File: src/cpu_macros.svh
`ifndef CPU_MACROS_SVH
`define CPU_MACROS_SVH

// data path and register file
`define CPU_XLEN 32
`define CPU_REG_COUNT 32

// word addresses of the two memories
`define CPU_IMEM_ADDR_WIDTH 16
`define CPU_DMEM_ADDR_WIDTH 8

`endif

File: src/cpu_pkg.sv
`default_nettype none

`include "cpu_macros.svh"

package cpu_pkg;

	typedef logic [`CPU_XLEN-1:0] word_t;
	typedef logic [$clog2(`CPU_REG_COUNT)-1:0] reg_addr_t;
	typedef logic [`CPU_IMEM_ADDR_WIDTH-1:0] imem_addr_t;
	typedef logic [`CPU_DMEM_ADDR_WIDTH-1:0] dmem_addr_t;

	// condition codes, bit positions inside flags_t
	typedef logic [2:0] flags_t;
	localparam int FLAG_ZERO = 2;
	localparam int FLAG_SIGN = 1;
	localparam int FLAG_OVER = 0;

	// operand sources in execute
	localparam logic [1:0] FWD_REG = 2'd0;
	localparam logic [1:0] FWD_EXMEM = 2'd1;
	localparam logic [1:0] FWD_MEMWB = 2'd2;

	typedef enum logic [4:0] {
		OP_ADD = 5'b00000,
		OP_ADDI = 5'b00001,
		OP_SUB = 5'b00010,
		OP_AND = 5'b00011,
		OP_ANDI = 5'b00100,
		OP_OR = 5'b00101,
		OP_ORI = 5'b00110,
		OP_XOR = 5'b00111,
		OP_SLL = 5'b01000,
		OP_SRL = 5'b01001,
		OP_SRA = 5'b01010,
		OP_LOAD = 5'b01111,
		OP_STORE = 5'b10000,
		OP_B = 5'b10001
	} opcode_e;

	// low four bits of the ALU opcodes
	typedef enum logic [3:0] {
		ALU_ADD = 4'd0,
		ALU_ADDI = 4'd1,
		ALU_SUB = 4'd2,
		ALU_AND = 4'd3,
		ALU_ANDI = 4'd4,
		ALU_OR = 4'd5,
		ALU_ORI = 4'd6,
		ALU_XOR = 4'd7,
		ALU_SLL = 4'd8,
		ALU_SRL = 4'd9,
		ALU_SRA = 4'd10
	} alu_op_e;

	typedef enum logic [2:0] {
		COND_NE = 3'd0,
		COND_EQ = 3'd1,
		COND_GT = 3'd2,
		COND_LT = 3'd3,
		COND_GE = 3'd4,
		COND_LE = 3'd5,
		COND_OVER = 3'd6,
		COND_ALWAYS = 3'd7
	} cond_e;

endpackage

`default_nettype wire

File: src/decode_stage.sv
`default_nettype none

module decode_stage (
	input wire clk,
	input wire rst_n,
	input wire stall,
	input wire ifid_valid,
	input wire cpu_pkg::word_t ifid_instr,
	input wire cpu_pkg::imem_addr_t ifid_pc,
	input wire cpu_pkg::flags_t flags,
	input wire cpu_pkg::word_t rdata1,
	input wire cpu_pkg::word_t rdata2,
	output cpu_pkg::reg_addr_t rs1,
	output cpu_pkg::reg_addr_t rs2,
	output logic id_cond_branch,
	output logic branch_taken,
	output cpu_pkg::imem_addr_t branch_target,
	output cpu_pkg::word_t idex_a,
	output cpu_pkg::word_t idex_b,
	output cpu_pkg::word_t idex_imm,
	output cpu_pkg::reg_addr_t idex_rs1,
	output cpu_pkg::reg_addr_t idex_rs2,
	output cpu_pkg::reg_addr_t idex_rd,
	output cpu_pkg::alu_op_e idex_alu_op,
	output logic idex_use_imm,
	output logic idex_set_flags,
	output logic idex_load,
	output logic idex_store,
	output logic idex_write
);
	import cpu_pkg::*;

	opcode_e opcode;
	cond_e cond;
	reg_addr_t rd;
	word_t imm;
	alu_op_e alu_op;
	logic use_imm, set_flags, load, store, write, is_branch;
	logic cond_true;

	assign opcode = opcode_e'(ifid_instr[31:27]);
	assign cond = cond_e'(ifid_instr[26:24]);
	assign rd = ifid_instr[26:22];
	assign rs1 = ifid_instr[21:17];
	// store data comes from rd
	assign rs2 = (opcode == OP_STORE) ? rd : ifid_instr[16:12];
	assign imm = word_t'($signed(ifid_instr[15:0]));

	//////////////////////////////////////////////////////////////////////
	// control decode

	always_comb begin
		alu_op = ALU_ADD;
		use_imm = 1'b0;
		set_flags = 1'b0;
		load = 1'b0;
		store = 1'b0;
		write = 1'b0;
		is_branch = 1'b0;
		case (opcode)
			OP_ADD, OP_SUB, OP_AND, OP_OR, OP_XOR, OP_SLL, OP_SRL, OP_SRA: begin
				alu_op = alu_op_e'(ifid_instr[30:27]);
				set_flags = 1'b1;
				write = 1'b1;
			end
			OP_ADDI, OP_ANDI, OP_ORI: begin
				alu_op = alu_op_e'(ifid_instr[30:27]);
				use_imm = 1'b1;
				set_flags = 1'b1;
				write = 1'b1;
			end
			OP_LOAD: begin
				use_imm = 1'b1;
				load = 1'b1;
				write = 1'b1;
			end
			OP_STORE: begin
				use_imm = 1'b1;
				store = 1'b1;
			end
			OP_B: begin
				is_branch = 1'b1;
			end
			// anything else is a no-op
			default: ;
		endcase
	end

	//////////////////////////////////////////////////////////////////////
	// branch resolution

	always_comb begin
		case (cond)
			COND_NE: cond_true = !flags[FLAG_ZERO];
			COND_EQ: cond_true = flags[FLAG_ZERO];
			COND_GT: cond_true = !flags[FLAG_ZERO] && !flags[FLAG_SIGN];
			COND_LT: cond_true = !flags[FLAG_ZERO] && flags[FLAG_SIGN];
			COND_GE: cond_true = flags[FLAG_ZERO] || !flags[FLAG_SIGN];
			COND_LE: cond_true = flags[FLAG_ZERO] || flags[FLAG_SIGN];
			COND_OVER: cond_true = flags[FLAG_OVER];
			default: cond_true = 1'b1;
		endcase
	end

	assign id_cond_branch = ifid_valid && is_branch && cond != COND_ALWAYS;
	// flags may still be stale while stalled
	assign branch_taken = ifid_valid && is_branch && cond_true && !stall;
	assign branch_target = ifid_pc + imem_addr_t'(1) + imem_addr_t'(imm);

	//////////////////////////////////////////////////////////////////////
	// ID/EX

	always_ff @(posedge clk or negedge rst_n) begin
		if (!rst_n) begin
			idex_set_flags <= 1'b0;
			idex_load <= 1'b0;
			idex_store <= 1'b0;
			idex_write <= 1'b0;
		end else if (stall || !ifid_valid) begin
			idex_set_flags <= 1'b0;
			idex_load <= 1'b0;
			idex_store <= 1'b0;
			idex_write <= 1'b0;
		end else begin
			idex_set_flags <= set_flags;
			idex_load <= load;
			idex_store <= store;
			idex_write <= write;
		end
	end

	always_ff @(posedge clk) begin
		idex_a <= rdata1;
		idex_b <= rdata2;
		idex_imm <= imm;
		idex_rs1 <= rs1;
		idex_rs2 <= rs2;
		idex_rd <= rd;
		idex_alu_op <= alu_op;
		idex_use_imm <= use_imm;
	end

endmodule

`default_nettype wire

File: config.mk
export PLATFORM = sky130hd
export DESIGN_NAME = decode_stage
export DESIGN_NICKNAME = d
export VERILOG_FILES = /design/src/cpu_pkg.sv /design/src/decode_stage.sv
export VERILOG_INCLUDE_DIRS = /design/src
export SDC_FILE = /design/constraint.sdc
export NUM_CORES = 1
export LEC_CHECK = 0
export BUFFER_PORTS_ARGS = -buffer_cell sky130_fd_sc_hd__buf_2
export CORE_AREA = 2 2 105 107
export DETAILED_ROUTE_END_ITERATION = 16
export DIE_AREA = 0 0 107 109
export PLACE_DENSITY_LB_ADDON = 0.1
export SYNTH_ARGS = -nofsm -noshare
export SYNTH_HDL_FRONTEND = slang
export SYNTH_SLANG_ARGS = --single-unit
File: constraint.sdc
create_clock -name clk -period 2.4 [get_ports clk]
set_clock_uncertainty 0.15 [all_clocks]
set_input_delay 0.24 -clock clk [delete_from_list [all_inputs] [get_ports clk]]
set_output_delay 0.24 -clock clk [all_outputs]
set_load 0.05 [all_outputs]
# After elaboration in Yosys (flattened, before gate mapping)
# Index checks and enable logic that the tools add are counted.
classes:
  add_sub_neg: 2
  n_eq_ne: 20
  n_mux: 12
  n_reduce_logical: 18
ops:
  columns: ["operator", "count"]
  rows:
  - ["equality test 5 x 3 -> 1 bit, second input constant", 4]
  - ["equality test 5 x 4 -> 1 bit, second input constant", 4]
  - ["adder 16 x 1 -> 16 bit, second input constant", 1]
  - ["adder 16 bit", 1]
  - ["OR reduction 12 bit", 1]
  - ["OR reduction 11 bit", 1]
  - ["equality test 5 x 2 -> 1 bit, second input constant", 2]
  - ["equality test 5 bit, second input constant", 2]
  - ["two-way mux 1 bit", 10]
  - ["equality test 3 bit, second input constant", 3]
  - ["one-hot mux 1 bit (7 select lines)", 1]
  - ["equality test 3 x 2 -> 1 bit, second input constant", 2]
  - ["logical AND 1 bit", 6]
  - ["equality test 5 x 1 -> 1 bit, second input constant", 1]
  - ["zero test 5 bit", 1]
  - ["two-way mux 5 bit", 1]
  - ["OR reduction 5 bit", 1]
  - ["zero test 1 bit", 4]
  - ["equality test 3 x 1 -> 1 bit, second input constant", 1]
  - ["zero test 3 bit", 1]
  - ["logical OR 1 bit", 3]
  - ["!= test 3 bit, second input constant", 1]
word_totals:
  reg_bits: 104

# Logic depth before layout (Yosys ltp)
# Gate-level depths: netlist of run 1.
depth:
  ltp_word: 5
  mapped_depth: 9

# Worst setup path after synthesis of run 1
# No wires, ideal clock.
synth_timing:
  path_type: "input port to output port"
  startpoint: "input port ifid_instr[0]"
  endpoint: "output port branch_target[12]"
  t_arrival_ps: 3041
  required_time_ps: 2010
  path_slack_ps: -1031
  path_stages: 9
  path_buffers: 0
  path_cell_list: "inv_1 ha_1 inv_1 fa_1 a21oi_1 o211ai_1 a21o_1 nand2_1 o311ai_0"
synth_via:
  elab_chain_cells: 1
synth_rtl:
  columns: ["element", "line", "text"]
  rows:
  - ["start, declared", "decode_stage.sv:8", "input wire cpu_pkg::word_t ifid_instr,"]
  - ["adder 16 bit", "decode_stage.sv:108", "assign branch_target = ifid_pc + imem_addr_t'(1) + imem_addr_t'(imm);"]
  - ["end, declared", "decode_stage.sv:17", "output cpu_pkg::imem_addr_t branch_target,"]
# No other way between the ends.

# Final worst setup path of run 1
# Ends and elaborated chain as after synthesis.

==> flow_summary_export.csv, run 1 <==
group,metric,value,unit
worst_setup_path,endpoint_kind,"output port",
min_path,hold-path-endpoint,"idex_load",
timing,tightest_slew,364,ps
floorplan,initial_core_util,30.8,%
floorplan,chipHeight,109,microns
clock_network,htree_levels,3,
floorplan,dieArea,11700,sq um
clock_network,clk_transition_reported_paths,100,ps
synth,synth.avg_cell_area,12.4,sq um
synth,synth_area_leaders,"dfxtp_1, ha_1, buf_4",
worst_setup_path,cp_max_fo,2,
cells_and_area,drive_gt1_share,52.4,%
detailed_routing,wl_met2,5.76,mm
timing,rsz0062_at_grt,"yes",
detailed_routing,ant_nets,0,
timing,fin_crit_sh,97.5,%
clock_network,cts_tree,"built",
global_route,grt_pass1_vias,3193,
detailed_routing,drc_errors,0,
global_route,grt_overflow,0,
power_and_ir_drop,pwr-share-seq,43.0,%
timing,slew_headroom,75.7,%
detailed_routing,viasPerCell,4.13,
power_and_ir_drop,clkPwrFrac,24.1,%
floorplan,pin_count,267,
cells_and_area,fin_nets,771,
placed_design,port-buffer-count,266,
power_and_ir_drop,leakagePower,3.05,nW
floorplan,fp-row-count,38,
synth,synthCells,264,
cells_and_area,utilization,57.6,%
synth,netlist_area,3270,sq um
clock_network,numClockSinks,104,
global_route,groute.usage.overall,17.5,%
global_route,grt_pass1_wl,15.7,mm
power_and_ir_drop,p_sw,1.57,mW
power_and_ir_drop,power,4.28,mW
placed_design,hpwlAfterDp,7.96,mm
detailed_routing,dr.pass1.iters,4,
timing,setup_ws,59.3,ps
timing,holdWs,22.0,ps
power_and_ir_drop,p_int,2.71,mW
global_route,antenna_found_initial,1,
min_path,whs_path_depth,3,
floorplan,core,10600,sq um
detailed_routing,wl_met1,3.80,mm
timing,setup-tns-final,0,ps
worst_setup_path,required,2010,ps
timing,setup_viol_count_final,0,
synth,yosys_most_used_dff,"dfxtp_1",
worst_setup_path,critPathArrivalTime,1950,ps
power_and_ir_drop,p_sw_share,36.6,%
detailed_routing,routedWlPerCell,13.5,microns
synth,syn_nets,399,
synth,ys_warn_count,0,
clock_network,root_buffer,"clkbuf_8",
min_path,hold_class,"input pin to register",
power_and_ir_drop,max-vdd-ir-drop,0.299,mV
detailed_routing,drt-initial-drc-count,76,
clock_network,cts_buffers,9,
worst_setup_path,cp-start-kind,"input pin",
synth,ys_seq_area_share,64.3,%
detailed_routing,dr.max_layer_used,"met4",
synth,ys_async_sr_fraction,3.85,%
synth,synth_top_cell_area_share,61.3,%
min_path,hp-start,"ifid_instr[28]",
timing,max_freq,0.427,GHz
placed_design,pre_cts_ws,-219,ps
detailed_routing,dr_wl_met3,764,microns
floorplan,fp.dieW,107,microns
worst_setup_path,worstSetupPathType,"input pin to output port",
cells_and_area,area_growth,86.8,%
detailed_routing,via_count,3233,
synth,ys_ff_latch,104,
timing,hold_viol_final,0,
global_route,grt_max_degree,20,
synth,netlist-cell-type-count,45,
synth,synth-edff-count,0,
placed_design,place_congestion,0.817,
timing,finalCriticalPeriod,2340,ps
detailed_routing,routed_wl,10.6,mm
timing,slew_violations,0,
synth,yosysTopAreaCell,"dfxtp_1",
clock_network,clock_path_buffers,2,
run,maxCapViolCount,0,
power_and_ir_drop,p_comb_share,32.9,%
outcome,status,"finished clean",
power_and_ir_drop,power.density,702,nW/um^2
## layout make-up
class	instances	area, sq um
Multi-Input combinational cell	129	1100
Sequential cell	104	2100
Tap cell	140	175
Clock inverter	6	57.6
Inverter	10	40.0
Fill cell	925	4500
Clock buffer	10	128
Antenna cell	1	2.50
Timing Repair Buffer	382	2500
## synthesized netlist by cell type, types with 5 or more instances
| cell | instances |
|---|---|
| nor2_1 | 8 |
| ha_1 | 15 |
| inv_1 | 10 |
| o21ai_0 | 7 |
| dfxtp_1 | 100 |
| nand2_1 | 12 |
| nand2b_1 | 6 |
| mux2_2 | 5 |
| buf_4 | 21 |
| xnor2_1 | 9 |
| a21oi_1 | 10 |
## metrics by stage
step           cells  cell area, sq um
2_1_floorplan    264              3340
3_3_place_gp     669              4840
3_5_place_dp     669              4840
4_1_cts          781              6030
5_1_grt          782              6100
6_report         782              6100
## cells by family after synthesis
kind of cell    after synthesis  synth area share, %
flops                       104                 64.3
compound gates               47                 10.4
simple gates                 47                 7.47
buf+inv                      31                 5.97
fa+ha+maj                    16                 6.36
xor+xnor                     13                 3.48
mux                           6                 2.03
## worst max-delay path by stage
| stage | start | end | slack [ps] | cells after the start |
|---|---|---|---|---|
| 5_1_grt | ifid_instr[0] | branch_target[12] | -40 | 12 |
| 2_1_floorplan | ifid_instr[0] | branch_target[12] | -7 | 9 |
| 4_1_cts | ifid_instr[2] | branch_target[11] | 4 | 8 |
| 3_5_place_dp | ifid_instr[0] | branch_target[14] | -220 | 11 |
| 3_3_place_gp | ifid_instr[0] | branch_target[14] | -190 | 11 |
| 6_report | ifid_instr[0] | branch_target[12] | 60 | 12 |
## flip-flops by register name, summed over array words and instances (netlist names)
register	cells
idex_store	1
idex_write	1
idex_a	32
idex_use_imm	1
idex_rs1	5
idex_load	1
idex_b	32
idex_imm	16
idex_set_flags	1
idex_rd	5
idex_rs2	5
idex_alu_op	4
## cell usage in the layout, fill, tap and decap left out, types with 5 or more instances in the layout
master | synthesis | routed
o21ai_0 | 7 | 6
nor2_1 | 8 | 8
mux2_2 | 5 | 5
a21oi_2 | 3 | 5
buf_6 | 0 | 9
clkbuf_8 | 0 | 9
buf_2 | 0 | 255
xnor2_1 | 9 | 5
inv_1 | 10 | 7
nand2b_1 | 6 | 6
nand2_1 | 12 | 12
buf_4 | 21 | 22
a21oi_1 | 10 | 8
ha_1 | 15 | 13
dfxtp_1 | 100 | 100
dlygate4sd3_1 | 0 | 95
## power groups by stage
stage | logic (mW) | registers (mW) | clock network (mW)
after floorplan | 0.555 | 2.21 | 0
after global placement | 1.23 | 1.88 | 0
after detailed placement | 1.23 | 1.88 | 0
after CTS | 1.39 | 1.84 | 1.08
after global routing | 1.49 | 1.85 | 1.15
final | 1.41 | 1.84 | 1.03
## routing by layer
metal | up-vias | track usage (%)
li1 | 1629 | -
met1 | 1456 | 17.9
met2 | 130 | 33.0
met3 | 18 | 4.84
met4 | 0 | 7.98
met5 | - | 0
## what timing repair did
action	CTS	global route
setup buffers	1	0
hold buffers	95	0
resized for setup	18	17
gates cloned	0	0
pin swaps	8	10
hold endpoints to repair	103	0
endpoints found under the setup margin	8	11
## critical path: stages
cell      delay, ps
buf_6           100
inv_4            50
ha_4            120
inv_2            30
fa_2            340
a21oi_2         160
o211ai_1        120
a21o_1          220
buf_6           120
a21o_1          170
o311ai_2         80
buf_6           200
Power figures use the tool's default switching activity.
==> inputs of run 2 (changes only) <==
Settings changed: CORE_AREA 2 2 105 107 to 2 2 102 104, DIE_AREA 0 0 107 109 to 0 0 104 106.
Clock period 2.4 ns to 3 ns, I/O delays scaled along.
==> flow_summary_export.csv, run 2 (same netlist as run 1, synthesis figures left out) <==
group,metric,value,unit
outcome,status,"finished clean",
detailed_routing,ant_nets,0,
cells_and_area,fin_nets,747,
timing,slew_violations,0,
cells_and_area,area_growth,76.0,%
placed_design,port-buffer-count,266,
worst_setup_path,path_depth,8,
worst_setup_path,worstSetupPathType,"input pin to output port",
global_route,grt_overflow,0,
timing,holdWs,40.0,ps
floorplan,fp-row-count,37,
timing,setup-tns-final,0,ps
placed_design,hpwlAfterDp,7.54,mm
timing,hold_viol_final,0,
detailed_routing,drt-initial-drc-count,94,
worst_setup_path,cp_max_fo,5,
detailed_routing,routedWlPerCell,13.8,microns
floorplan,core,10000,sq um
timing,tightest_slew,655,ps
worst_setup_path,cp-start-kind,"input pin",
worst_setup_path,worst-path-buf-inv,3,
clock_network,cts_tree,"built",
floorplan,fp.dieW,104,microns
timing,slew_headroom,56.0,%
worst_setup_path,endpoint_kind,"output port",
timing,fin_crit_sh,96.1,%
floorplan,initial_core_util,32.7,%
clock_network,cts_buffers,9,
cells_and_area,n_antenna_cell,0,
detailed_routing,via_count,3163,
worst_setup_path,cp-endpoint,"branch_target[14]",
detailed_routing,routed_wl,10.4,mm
detailed_routing,drc_errors,0,
global_route,grt_pass1_wl,15.8,mm
run,maxCapViolCount,0,
clock_network,root_buffer,"clkbuf_8",
clock_network,clk_transition_reported_paths,100,ps
cells_and_area,layout_commonest_cell,"buf_2",
power_and_ir_drop,max-vdd-ir-drop,0.261,mV
cells_and_area,utilization,57.5,%
timing,setup_viol_count_final,0,
global_route,groute.usage.overall,18.3,%
power_and_ir_drop,power.density,590,nW/um^2
floorplan,dieArea,11000,sq um
power_and_ir_drop,leakagePower,2.89,nW
worst_setup_path,cpMaxStageDelayCell,"dlygate4sd3_1",
min_path,hold_class,"input pin to register",
placed_design,place_congestion,0.820,
detailed_routing,viasPerCell,4.20,
worst_setup_path,required,2550,ps
detailed_routing,dr.pass1.iters,6,
global_route,grt_pass1_vias,3118,
timing,max_freq,0.347,GHz
worst_setup_path,cp_top_family,"buffers and inverters",
clock_network,clock_path_buffers,2,
floorplan,pin_count,267,
worst_setup_path,critPathArrivalTime,2430,ps
clock_network,htree_levels,3,
worst_setup_path,crit_start,"ifid_instr[8]",
min_path,whs_path_depth,2,
cells_and_area,drive_gt1_share,48.1,%
cells_and_area,final_cell_mix,"buf_2, dfxtp_1, dlygate4sd3_1",
clock_network,numClockSinks,104,
worst_setup_path,max_stage_delay,540,ps
timing,finalCriticalPeriod,2880,ps
global_route,grt_max_degree,19,
worst_setup_path,worstPathCellList,"dlygate4sd3_1 -> buf_2 -> ha_1 -> or3_1 -> a21o_1 -> a41o_1 -> xor2_1 -> buf_4",
timing,rsz0062_at_grt,"no",
floorplan,chipHeight,106,microns
cells_and_area,largestRegisters,"idex_a (32), idex_b (32), idex_imm (16)",
global_route,antenna_found_initial,0,
## run 2: cell count changes in the layout (fill, tap and decap cells not counted), sizes merged
cell and change:
diode -1, inv -2, buf -20, bufinv +1
clkbuf -1, dlygate4sd3 -3, clkinvlp +1
## run 2: final cells by class
type                            instances  area [sq um]
Fill cell                             880          4250
Tap cell                              136           170
Sequential cell                       104          2100
Multi-Input combinational cell        129           976
Timing Repair Buffer                  358          2250
Inverter                               10          37.5
Clock inverter                          6          75.1
Clock buffer                           10           138
## run 2: worst min path at each step
stage	start	to	slack, ps
6_report	ifid_instr[16]	idex_rs2[4]	40
2_1_floorplan	rst_n	idex_load	-150
3_3_place_gp	rst_n	idex_load	-40
4_1_cts	ifid_instr[16]	idex_rs2[4]	10
5_1_grt	ifid_instr[16]	idex_rs2[4]	20
3_5_place_dp	rst_n	idex_load	-40
## run 2: per-stage QoR
step	power, mW	worst slack (ps)	instance area, sq um	instances
floorplan	2.19	44.3	3270	264
global placement	2.42	284	4610	645
detailed placement	2.42	242	4610	645
CTS	3.43	41.1	5750	753
global route	3.55	16.8	5750	753
finish	3.40	116	5750	753
## run 2: where the power goes
group | total (mW) | leakage, nW | switching (mW) | internal (mW)
Clock | 0.907 | 0.107 | 0.485 | 0.423
Sequential | 1.47 | 0.898 | 0.0184 | 1.45
Combinational | 1.02 | 1.89 | 0.706 | 0.312
Total | 3.40 | 2.89 | 1.21 | 2.19
## run 2: per-layer routing
metal  vias up  wire (microns)  GRT usage, %
li1       1584               -             -
met1      1435            3810          18.3
met2       131            5800          35.9
met3        13             632          5.46
met4         0             153          5.89
met5         -               0             0
## run 2: what timing repair did
item                                   in CTS  in global routing
setup endpoints to repair                   0                  3
endpoints found under the hold margin      95                  0
gates resized for setup                     0                  4
hold buffers                               92                  0
setup buffers                               0                  0
