===== src/cpu_macros.svh =====
`ifndef CPU_MACROS_SVH
`define CPU_MACROS_SVH

// data path and register file
`define CPU_XLEN 32
`define CPU_REG_COUNT 32

// word addresses of the two memories
`define CPU_IMEM_ADDR_WIDTH 16
`define CPU_DMEM_ADDR_WIDTH 8

`endif


===== src/cpu_pkg.sv =====
`default_nettype none

`include "cpu_macros.svh"

package cpu_pkg;

	typedef logic [`CPU_XLEN-1:0] word_t;
	typedef logic [$clog2(`CPU_REG_COUNT)-1:0] reg_addr_t;
	typedef logic [`CPU_IMEM_ADDR_WIDTH-1:0] imem_addr_t;
	typedef logic [`CPU_DMEM_ADDR_WIDTH-1:0] dmem_addr_t;

	// condition codes, bit positions inside flags_t
	typedef logic [2:0] flags_t;
	localparam int FLAG_ZERO = 2;
	localparam int FLAG_SIGN = 1;
	localparam int FLAG_OVER = 0;

	// operand sources in execute
	localparam logic [1:0] FWD_REG = 2'd0;
	localparam logic [1:0] FWD_EXMEM = 2'd1;
	localparam logic [1:0] FWD_MEMWB = 2'd2;

	typedef enum logic [4:0] {
		OP_ADD = 5'b00000,
		OP_ADDI = 5'b00001,
		OP_SUB = 5'b00010,
		OP_AND = 5'b00011,
		OP_ANDI = 5'b00100,
		OP_OR = 5'b00101,
		OP_ORI = 5'b00110,
		OP_XOR = 5'b00111,
		OP_SLL = 5'b01000,
		OP_SRL = 5'b01001,
		OP_SRA = 5'b01010,
		OP_LOAD = 5'b01111,
		OP_STORE = 5'b10000,
		OP_B = 5'b10001
	} opcode_e;

	// low four bits of the ALU opcodes
	typedef enum logic [3:0] {
		ALU_ADD = 4'd0,
		ALU_ADDI = 4'd1,
		ALU_SUB = 4'd2,
		ALU_AND = 4'd3,
		ALU_ANDI = 4'd4,
		ALU_OR = 4'd5,
		ALU_ORI = 4'd6,
		ALU_XOR = 4'd7,
		ALU_SLL = 4'd8,
		ALU_SRL = 4'd9,
		ALU_SRA = 4'd10
	} alu_op_e;

	typedef enum logic [2:0] {
		COND_NE = 3'd0,
		COND_EQ = 3'd1,
		COND_GT = 3'd2,
		COND_LT = 3'd3,
		COND_GE = 3'd4,
		COND_LE = 3'd5,
		COND_OVER = 3'd6,
		COND_ALWAYS = 3'd7
	} cond_e;

endpackage

`default_nettype wire


===== src/fetch_stage.sv =====
`default_nettype none

module fetch_stage (
	input wire clk,
	input wire rst_n,
	input wire stall,
	input wire flush,
	input wire branch_taken,
	input wire cpu_pkg::imem_addr_t branch_target,
	input wire cpu_pkg::word_t instr,
	output cpu_pkg::imem_addr_t instr_addr,
	output cpu_pkg::imem_addr_t ifid_pc,
	output cpu_pkg::word_t ifid_instr,
	output logic ifid_valid
);
	import cpu_pkg::*;

	imem_addr_t pc;

	assign instr_addr = pc;

	// program counter, one word per instruction
	always_ff @(posedge clk or negedge rst_n) begin
		if (!rst_n) begin
			pc <= '0;
		end else if (branch_taken) begin
			pc <= branch_target;
		end else if (!stall) begin
			pc <= pc + imem_addr_t'(1);
		end
	end

	// IF/ID, a flush beats a stall
	always_ff @(posedge clk or negedge rst_n) begin
		if (!rst_n) begin
			ifid_valid <= 1'b0;
		end else if (flush) begin
			ifid_valid <= 1'b0;
		end else if (!stall) begin
			ifid_valid <= 1'b1;
		end
	end

	always_ff @(posedge clk) begin
		if (!stall) begin
			ifid_instr <= instr;
			ifid_pc <= pc;
		end
	end

endmodule

`default_nettype wire


===== config.mk =====
export PLATFORM = sky130hd
export DESIGN_NAME = fetch_stage
export DESIGN_NICKNAME = d
export VERILOG_FILES = /design/src/cpu_pkg.sv /design/src/fetch_stage.sv
export VERILOG_INCLUDE_DIRS = /design/src
export SDC_FILE = /design/constraint.sdc
export NUM_CORES = 1
export LEC_CHECK = 0
export ABC_AREA = 1
export BUFFER_PORTS_ARGS = -buffer_cell sky130_fd_sc_hd__buf_2
export CORE_UTILIZATION = 45
export CTS_BUF_LIST = sky130_fd_sc_hd__clkbuf_8
export DETAILED_ROUTE_END_ITERATION = 8
export GPL_TIMING_DRIVEN = 0
export HOLD_SLACK_MARGIN = 0.05
export PLACE_DENSITY = 0.77
export RECOVER_POWER = 100
export SLEW_MARGIN = 5
export SYNTH_ARGS = -nofsm -noshare
export SYNTH_HDL_FRONTEND = slang
export SYNTH_SLANG_ARGS = --single-unit

===== constraint.sdc =====
create_clock -name clk -period 1.8 [get_ports clk]
set_clock_uncertainty 0.2 [all_clocks]
set_input_delay 0.27 -clock clk [delete_from_list [all_inputs] [get_ports clk]]
set_output_delay 0.27 -clock clk [all_outputs]
set_load 0.005 [all_outputs]

======== Word level (Yosys, flattened, before mapping) ========
Index checks and enable logic that the tools add are counted.
Widths: inputs -> output; s select.
word-level totals
  output and inout port bits .............. 65
  bits of input ports ..................... 53
  register bits ........................... 65
  logic and storage cells ................. 11
operators by class
  equal/unequal tests ..................... 2
  mux-type cells .......................... 4
  $add $sub $neg .......................... 1
operators with widths
  cell                   number
  $mux 16                2
  $add 16x1->16 const B  1
  $ne 2x1->1 const B     2
  $mux 1                 2

======== Depth between registers and ports, before layout ========
Gate-level depths: netlist of the first run.
  depth after elaboration ................. 3
  depth in mapped cells ................... 8
  depth with buffers taken out ............ 8

======== Least setup slack after synthesis of the first run ========
Ideal clock, no wire load.
  path type ............................... input to register
  start point ............................. input port stall
  end point ............................... register pc[10], in the netlist instr_addr[10]
  path buffers ............................ 1
  arrival time ............................ 1.374 ns
  stages on the path ...................... 6
  required time ........................... 1.532 ns
  setup time .............................. 0.068 ns
  path slack .............................. 0.157 ns
  cells stage by stage .................... inv_2 > nand2_2 > inv_2 > buf_2 > nand3_1 > nand3_1
between the ends
  longest elaborated chain between the ends .. 1
ends and longest elaborated chain
  item                  line               text
  start, declared       fetch_stage.sv:6   input wire stall,
  $ne 2x1->1 (no line)  -
  end signal, assigned  fetch_stage.sv:27  pc <= branch_target;
  end signal, assigned  fetch_stage.sv:29  pc <= pc + imem_addr_t'(1);
  end, declared         fetch_stage.sv:18  imem_addr_t pc;
No other way between the ends.
A chain may end at the register's enable or synchronous reset.

======== Final worst setup path of the first run ========
  start point ............................. register pc[0], in the netlist instr_addr[0]
  end point ............................... register pc[12], in the netlist instr_addr[12]
between the ends
  longest elaborated chain between the ends .. 3
ends and longest elaborated chain
  item           line               text
  $add 16x1->16  fetch_stage.sv:29
  $mux 16        fetch_stage.sv:28  end else if (!stall) begin
  $mux 16        fetch_stage.sv:26  end else if (branch_taken) begin
No other way between the ends. The select of a mux whose other input is x is not followed.

==> flow_metrics.tcl, run 1 <==
set metrics [dict create \
    dp_hpwl_um 4060 \
    final_cell_mix "buf_2, nand2_1, dlygate4sd3_1, edfxtp_1, clkbuf_1" \
    p_sw_w 0.000851 \
    synth.distinct_cells 20 \
    antenna_found_initial 0 \
    dpl_worst_slack_ns -0.384 \
    seqPwrFrac_pct 55.7 \
    path_cells "ha_1, nand2_2, nor2_2, nand2_2, nor2_1, nand2_1, nand3_1, nand2_1" \
    power_density_mw_per_mm2 860 \
    wirelength_um 6310 \
    fin_crit_ns 1.61 \
    reg2reg_depth 8 \
    drive_above_1_share_pct 29.5 \
    ant_nets 0 \
    critical_path.max_fanout 7 \
    slew_headroom_pct 34.6 \
    timing.rr.start "instr_addr[0]" \
    layout_commonest_cell "buf_2" \
    start_util_pct 47.0 \
    ir_worst_vdd_mv 0.507 \
    grt_usage_pct 22.2 \
    whs_endpoint "instr_addr[6]" \
    setup_ws_ns 0.194 \
    clkPwrFrac_pct 30.7 \
    hold_path.class "primary input to register" \
    clock_latency_ns 0.33 \
    critPathBufInv 0 \
    outcome "finished, final reports clean" \
    maxSlewViolCount 0 \
    min_path_cells 4 \
    syn_avg_cell_area_sq_um 11.8 \
    rsz0062_at_grt "false" \
    clk_pin_slew_worst_paths_ns 0.07 \
    routedWlPerCell_um 13.4 \
    grt_max_degree 51 \
    multi_input_area_sq_um 597 \
    crit_slowest_cell "dfrtp_1" \
    final_nets 449 \
    cts_post_setup_buffers_inserted 0 \
    syn_area_sq_mm 0.00259 \
    cp_top_family "simple AND/OR/NAND/NOR gates" \
    critPathMaxStageDelay_ns 0.45 \
    clockRootBuffer "clkbuf_8" \
    ys_seq_area_share_pct 72.2 \
    die_area_sq_mm 0.00605 \
    power.total_w 0.00332 \
    r2r-end "instr_addr[12]" \
    synthToLayoutAreaGrowth_pct 49.4 \
    vias_per_cell 4.73 \
    hold_viol 0 \
    clock_sinks 65 \
    r2r_slack_ns 0.19 \
    num_antenna_cells 0 \
    drc 0 \
    final_cell_area_sq_mm 0.00386 \
    setup_violations 0 \
    syn_nets 273 \
    period_share_pct 89.2 \
    gp_congestion 0.822 \
    p_leak_nw 1.73 \
    syn_inst 219 \
    drtIter0Drc 88 \
    combPwrFrac_pct 13.6 \
    swShare_pct 25.6 \
    hold-worst-slack_ns 0.0680 \
    h-tree-depth 3 \
    ys_warn_count 0 \
    end_kind "register" \
    grt_pass1_vias 2070 \
    yosys_register_bits 65 \
    io_buffers 116 \
    cap_violations 0 \
    rows 27 \
    worstPathArrival_ns 1.63 \
    finalNonFillerCells 472 \
    cts_tree "built" \
    p_int_w 0.00247 \
    crit_type "register to register" \
    io_pins 118 \
    fmax_mhz 623 \
    crit_required_ns 1.82 \
    cts_buffers 9 \
    place_area_sq_mm 0.00326 \
    fp.dieW_um 77.8 \
    critPathLaunchType "register" \
    dp_cells 407 \
    worstMarginPinSlew_ns 0.981 \
    drt_first_pass_iters 5 \
    register_area_sq_mm 0.00187 \
    fillers 412 \
    die_y_um 77.8 \
    fp.coreArea_sq_mm 0.00551 \
    cts_buffer_depth 2 \
    grt_first_pass_wirelength_um 9890 \
    worstHoldStart "branch_target[6]" \
    vias 2232 \
    overflow 0 \
]
==> flip-flops by register name (all words and copies together), names as in the netlist <==
register    cells
ifid_instr     32
ifid_pc        16
ifid_valid      1
instr_addr     16
==> through the flow <==
| step | setup TNS, ns | utilization [%] |
|---|---|---|
| 4_1_cts | 0 | 71.1 |
| 6_report | 0 | 70.2 |
| 2_1_floorplan | 0 | - |
| 3_3_place_gp | -4.14 | 59.1 |
| 3_5_place_dp | -4.23 | 59.1 |
| 5_1_grt | 0 | 70.2 |
==> synthesized netlist by cell type <==
library cell	count	area, sq um
dfrtp_1	17	425
nor2_1	15	56.3
nor2_2	4	25.0
o21bai_1	2	15.0
a21oi_1	1	5.00
nand3_2	1	10.0
o21ai_0	7	35.0
nand2_2	7	43.8
o21ai_1	4	20.0
nand3_1	19	95.1
nand4_1	2	12.5
ha_1	1	12.5
xor2_1	5	43.8
nand2_1	53	199
buf_2	3	15.0
inv_1	22	82.6
nor2_4	1	11.3
edfxtp_1	48	1440
o211ai_1	3	22.5
inv_2	4	15.0
==> cell families (layout without fill, tap and decap cells) <==
group / count (synthesis) / after routing / share of synthesized area, %
fa+ha+maj: 1 / 1 / 0.484
simple gates: 102 / 102 / 17.5
xor+xnor: 5 / 5 / 1.69
flops: 65 / 65 / 72.2
compound gates: 17 / 17 / 3.77
buf+inv: 29 / 210 / 4.35
==> how the worst max path moves through the flow <==
stage / from / endpoint / cells past startpoint
finish: instr_addr[0] / instr_addr[12] / 8
CTS: instr_addr[0] / instr_addr[12] / 8
floorplan: stall / instr_addr[10] / 6
global route: instr_addr[0] / instr_addr[12] / 8
global placement: stall / instr_addr[10] / 7
detailed placement: stall / instr_addr[10] / 7
==> power groups by stage <==
stage | Sequential (W) | Combinational (W) | Clock [W]
detailed placement | 0.00188 | 0.000382 | 0
finish | 0.00185 | 0.000452 | 0.00102
CTS | 0.00185 | 0.000468 | 0.00103
floorplan | 0.00188 | 0.000145 | 0
global route | 0.00187 | 0.000503 | 0.00110
global placement | 0.00187 | 0.000372 | 0
==> what timing repair did <==
action / in CTS / in global routing
setup endpoints to repair: 10 / 0
endpoints found under the hold margin: 65 / 0
gates resized for setup: 1 / 0
hold buffers: 49 / 0
==> layer usage <==
| metal | up-vias | wire (um) | GRT usage [%] |
|---|---|---|---|
| met3 | 10 | 493 | 4.82 |
| met2 | 96 | 3110 | 37.2 |
| met5 | - | 0 | 0 |
| met4 | 0 | 97 | 10.2 |
| met1 | 1037 | 2610 | 27.4 |
| li1 | 1089 | - | - |
==> worst min-delay path, delay by kind of cell <==
kind / cells / cell delay [ns]
simple gates: 1 / 0.04
compound gates: 2 / 0.16
buf+inv: 1 / 0.09
==> area by class of cell <==
cell class                      count  share of cell area (%)
Clock inverter                      7                    1.00
Multi-Input combinational cell    125                    15.4
Inverter                           26                    2.59
Tap cell                           72                    2.33
Clock buffer                        9                    3.20
Buffer                              3                   0.388
Timing Repair Buffer              165                    26.7
Sequential cell                    65                    48.3
(Power assumes the default switching activity.)
==> inputs of run 2 (changes only) <==
==> constraint.sdc (replaced) <==
create_clock -name clk -period 1.8 [get_ports clk]
set_clock_uncertainty 0.2 [all_clocks]
set_input_delay 0.09 -clock clk [delete_from_list [all_inputs] [get_ports clk]]
set_output_delay 0.09 -clock clk [all_outputs]
set_load 0.005 [all_outputs]
==> run 2 against run 1 <==
Effect of this change:
- power increased by 0.58%
- count of clock-buffer cells in the layout unchanged
- hold slack better by 0.13 ns
- sequential share of layout area fell by 1.2 points
- maximum frequency fell by 4.3%
- via count increased by 0.90%
- critical endpoint is now instr_addr[6]
- largest power group unchanged
==> flow_metrics.tcl, run 2 (synthesis results as in run 1) <==
set metrics [dict create \
    outcome "finished, final reports clean" \
    p_sw_w 0.000856 \
    period_share_pct 93.2 \
    maxSlewViolCount 0 \
    io_buffers 116 \
    final_cell_mix "buf_2, dlygate4sd3_1, nand2_1, edfxtp_1, clkbuf_1" \
    fmax_mhz 596 \
    wirelength_um 6580 \
    clock_sinks 65 \
    ir_worst_vdd_mv 0.502 \
    dpl_worst_slack_ns -0.204 \
    final_cell_area_sq_mm 0.00396 \
    start_util_pct 47.0 \
    grt_max_degree 51 \
    setup_ws_ns 0.123 \
    final_util_pct 72.0 \
    drtIter0Drc 105 \
    hold_path.class "primary input to register" \
    cts_post_setup_buffers_inserted 0 \
    h-tree-depth 3 \
    drt_first_pass_iters 4 \
    clock_latency_ns 0.33 \
    cts_buffers 9 \
    critPathLaunchType "primary input" \
    grt_usage_pct 23.2 \
    rsz0062_at_grt "false" \
    clk_pin_slew_worst_paths_ns 0.07 \
    clkPwrFrac_pct 30.5 \
    hold_viol 0 \
    num_antenna_cells 0 \
    crit_slowest_cell "dlygate4sd3_1" \
    drc 0 \
    min_path_cells 5 \
    fp.coreArea_sq_mm 0.00551 \
    cap_violations 0 \
    reg2reg_depth 8 \
    fp.dieW_um 77.8 \
    regMostFlops "ifid_instr" \
    rows 27 \
    p_leak_nw 1.77 \
    critPathMaxStageDelay_ns 0.55 \
    cts_tree "built" \
    combPwrFrac_pct 14.0 \
    vias 2252 \
    seqPwrFrac_pct 55.5 \
    largest_reg_flops 32 \
    dp_hpwl_um 4060 \
    crit_type "primary input to register" \
    grt_pass1_vias 2144 \
    drive_above_1_share_pct 29.3 \
    final_nets 458 \
    place_area_sq_mm 0.00326 \
    grt_first_pass_wirelength_um 10400 \
    routedWlPerCell_um 13.7 \
    clockRootBuffer "clkbuf_8" \
    ant_nets 0 \
    critPathMostFrequentCell "dlygate4sd3_1" \
    cts_buffer_depth 2 \
    swShare_pct 25.6 \
    synthToLayoutAreaGrowth_pct 53.3 \
    setup_violations 0 \
    overflow 0 \
    die_area_sq_mm 0.00605 \
    p_int_w 0.00249 \
    hold-worst-slack_ns 0.203 \
    path_cells "dlygate4sd3_1, clkbuf_2, nand2_1, dlygate4sd3_1, o21ai_0, o21bai_1" \
    fin_setup_tns_ns 0 \
    vias_per_cell 4.68 \
    power_density_mw_per_mm2 844 \
    crit_required_ns 1.81 \
    io_pins 118 \
    antenna_found_initial 0 \
    fin_crit_ns 1.68 \
    worstMarginPinSlew_ns 0.997 \
    layout_commonest_cell "buf_2" \
    slew_headroom_pct 33.5 \
    die_y_um 77.8 \
    fillers 399 \
    worstPathArrival_ns 1.69 \
    gp_congestion 0.822 \
    critical_path.max_fanout 7 \
    end_kind "register" \
]
-- run 2: metal layers --
layer  GRT usage (%)  wire length (um)  vias to the layer above
li1                -                 -                     1102
met1            28.3              2780                     1043
met2            39.6              3280                       95
met3            4.35               412                       12
met4            10.9               106                        0
met5               0                 0                        -
-- run 2: path summary, 6_finish.rpt --
kind                                        to  slack, ns     startpoint
worst min register to register      ifid_valid       0.31     ifid_valid
worst max register to register  instr_addr[12]       0.19  instr_addr[0]
worst min-delay path            instr_addr[12]       0.20          stall
worst max-delay path             instr_addr[6]       0.12   branch_taken
min in group asynchronous           ifid_valid       0.25          rst_n
max in group asynchronous       instr_addr[14]       0.55          rst_n
-- run 2: repair_timing --
item	in CTS	in global routing
endpoints found under the hold margin	66	0
hold buffers	59	0
endpoints found under the setup margin	0	18
resized for setup	0	2
-- run 2: layout make-up --
class	count	area [sq um]	share of cell area (%)
repair buffers	174	1130	28.4
clock buffers	9	124	3.13
well taps	72	90.1	2.27
multi-input cells	125	602	15.2
flip-flops and latches	65	1870	47.1
clock inverters	7	38.8	0.979
plain buffers	3	15.0	0.379
inverters	26	100	2.53
-- run 2: power by group through the flow --
stage | Combinational (W) | Sequential (W) | Clock (W)
after floorplan | 0.000145 | 0.00188 | 0
after global placement | 0.000372 | 0.00187 | 0
after detailed placement | 0.000382 | 0.00188 | 0
after CTS | 0.000484 | 0.00185 | 0.00103
after global routing | 0.000521 | 0.00187 | 0.00109
final | 0.000469 | 0.00185 | 0.00102
-- run 2: worst max-delay path: cells and delay by family --
family / cells / cell delay [ns]
and+or+nand+nor: 1 / 0.09
AOI/OAI and AO/OA: 2 / 0.24
buffers and inverters: 3 / 1.27
-- run 2: per-stage QoR --
stage	total power, W	instances
global placement	0.00225	407
finish	0.00334	481
floorplan	0.00203	219
detailed placement	0.00226	407
CTS	0.00336	482
global route	0.00349	481
==> inputs of run 3 (changes only) <==
- CTS_CLUSTER_SIZE: unset -> 14
- PLACE_DENSITY: 0.77 -> unset
- PLACE_DENSITY_LB_ADDON: unset -> 0.25
==> run 3 against run 2 <==
Effect of this change:
- clock power grew 52%
- final area grew 2.2%
- critical path depth is the same
- critical path type is now register to register
- power grew 16%
- sequential power is essentially flat
==> flow_metrics.tcl, run 3 (synthesis results as in run 1) <==
set metrics [dict create \
    crit_slowest_cell "dfrtp_1" \
    reg2reg_depth 6 \
    num_antenna_cells 0 \
    outcome "finished, final reports clean" \
    route.met2.wl_um 3340 \
    met1_length_um 2680 \
    fp.dieW_um 77.8 \
    grt_usage_pct 23.7 \
    critPathMostFrequentCell "nand3_1" \
    period_share_pct 92.7 \
    layout_commonest_cell "buf_2" \
    h-tree-depth 3 \
    path_cells "ha_1, nand3_1, nor2_1, nand4_1, nand3_1, nand2_1" \
    clock_sinks 65 \
    hold_path.class "primary input to register" \
    cap_violations 0 \
    setup_violations 0 \
    die_y_um 77.8 \
    clk_pin_slew_worst_paths_ns 0.07 \
    drtIter0Drc 115 \
    die_area_sq_mm 0.00605 \
    hold_viol 0 \
    crit_required_ns 1.83 \
    fin_crit_ns 1.67 \
    cts_post_setup_buffers_inserted 0 \
    fillers 416 \
    regMostFlops "ifid_instr" \
    worstPathArrival_ns 1.70 \
    dp_hpwl_um 4040 \
    r2r_slack_ns 0.13 \
    final_nets 459 \
    wirelength_um 6630 \
    routedWlPerCell_um 13.8 \
    drc 0 \
    io_buffers 116 \
    cts_tree "built" \
    startpoint "instr_addr[0]" \
    rsz0062_at_grt "false" \
    grt_max_degree 51 \
    crit_type "register to register" \
    antenna_found_initial 0 \
    r2r-end "instr_addr[14]" \
    fmax_mhz 599 \
    cp-endpoint "instr_addr[14]" \
    largest_reg_flops 32 \
    grt_pass1_vias 2233 \
    gp_congestion 0.810 \
    overflow 0 \
    rows 27 \
    cts_buffers 9 \
    start_util_pct 47.0 \
    grt_first_pass_wirelength_um 10600 \
    cts_buffer_depth 2 \
    critical_path.max_fanout 7 \
    final_cell_mix "buf_2, dlygate4sd3_1, nand2_1, edfxtp_1, clkbuf_1" \
    ant_nets 0 \
    end_kind "register" \
    maxSlewViolCount 0 \
    timing.rr.start "instr_addr[0]" \
    critPathMaxStageDelay_ns 0.48 \
    p_leak_nw 1.79 \
    clock_latency_ns 0.34 \
    drt_first_pass_iters 4 \
    hold-worst-slack_ns 0.188 \
    power.total_w 0.00387 \
    worstMarginPinSlew_ns 0.817 \
    vias 2280 \
    critPathLaunchType "register" \
    drive_above_1_share_pct 26.8 \
    ir_worst_vdd_mv 0.532 \
    io_pins 118 \
    wl_met3_um 519 \
    slew_headroom_pct 45.4 \
    final_util_pct 73.6 \
    vias_per_cell 4.73 \
    clockRootBuffer "clkbuf_8" \
    power_density_mw_per_mm2 955 \
    synthToLayoutAreaGrowth_pct 56.7 \
    fp.coreArea_sq_mm 0.00551 \
    top_layer "met4" \
]
run 3: cell types whose count changed in the layout (fill, tap and decap cells not counted):
cell           previous run  this run
buf_2                    91        79
clkbuf_1                 27        37
bufinv_16                 0         3
clkinv_2                  3         0
clkbuf_8                  9        11
buf_1                     0         1
clkbuf_2                  1         2
clkinv_1                  1         0
clkinvlp_4                1         0
dlygate4sd3_1            58        59
nand2_1                  55        54
nand2_2                   5         6
nor2_1                   15        16
nor2_2                    4         3
run 3: routing by layer:
| layer | vias up | track usage, % |
|---|---|---|
| met4 | 0 | 9.25 |
| met3 | 7 | 5.65 |
| met5 | - | 0 |
| met1 | 1050 | 28.6 |
| li1 | 1104 | - |
| met2 | 119 | 41.0 |
run 3: worst max-delay path, delay by kind of cell, from the launching register on:
family / cells / cell delay [ns]
and+or+nand+nor: 5 / 0.63
adders and majority gates: 1 / 0.25
DFF: 1 / 0.48
run 3: through the flow:
step | setup TNS [ns] | std cells | setup slack [ns] | area (sq um)
3_5_place_dp | -2.35 | 407 | -0.253 | 3260
4_1_cts | 0 | 482 | 0.0863 | 4100
5_1_grt | 0 | 482 | 0.0199 | 4050
3_3_place_gp | -2.28 | 407 | -0.238 | 3260
6_report | 0 | 482 | 0.131 | 4050
2_1_floorplan | 0 | 219 | 0.332 | 2590
run 3: worst min-delay path by stage:
stage,cells after the start,from,end,slack (ns)
2_1_floorplan,0,rst_n,ifid_valid,-0.41
3_3_place_gp,1,rst_n,instr_addr[15],-0.16
3_5_place_dp,1,rst_n,instr_addr[15],-0.15
4_1_cts,5,stall,instr_addr[14],0.05
5_1_grt,5,stall,instr_addr[14],0.25
6_report,5,stall,instr_addr[14],0.19
run 3: layout make-up:
class	instances	area, sq um	area share, %
Buffer	3	15.0	0.371
Clock buffer	11	151	3.74
Clock inverter	5	103	2.53
Inverter	26	100	2.47
Multi-Input combinational cell	125	602	14.9
Sequential cell	65	1870	46.1
Tap cell	72	90.1	2.22
Timing Repair Buffer	175	1120	27.7
run 3: what timing repair did:
item / in CTS / in global routing
setup endpoints to repair: 0 / 8
hold endpoints to repair: 66 / 0
hold buffers: 59 / 0
resized for setup: 0 / 2
run 3: where the power goes:
group	switching (W)	total [W]	internal [W]	leakage, nW
Clock	0.000558	0.00155	0.000993	0.131
Sequential	0.0000932	0.00185	0.00176	0.679
Combinational	0.000226	0.000468	0.000242	0.981
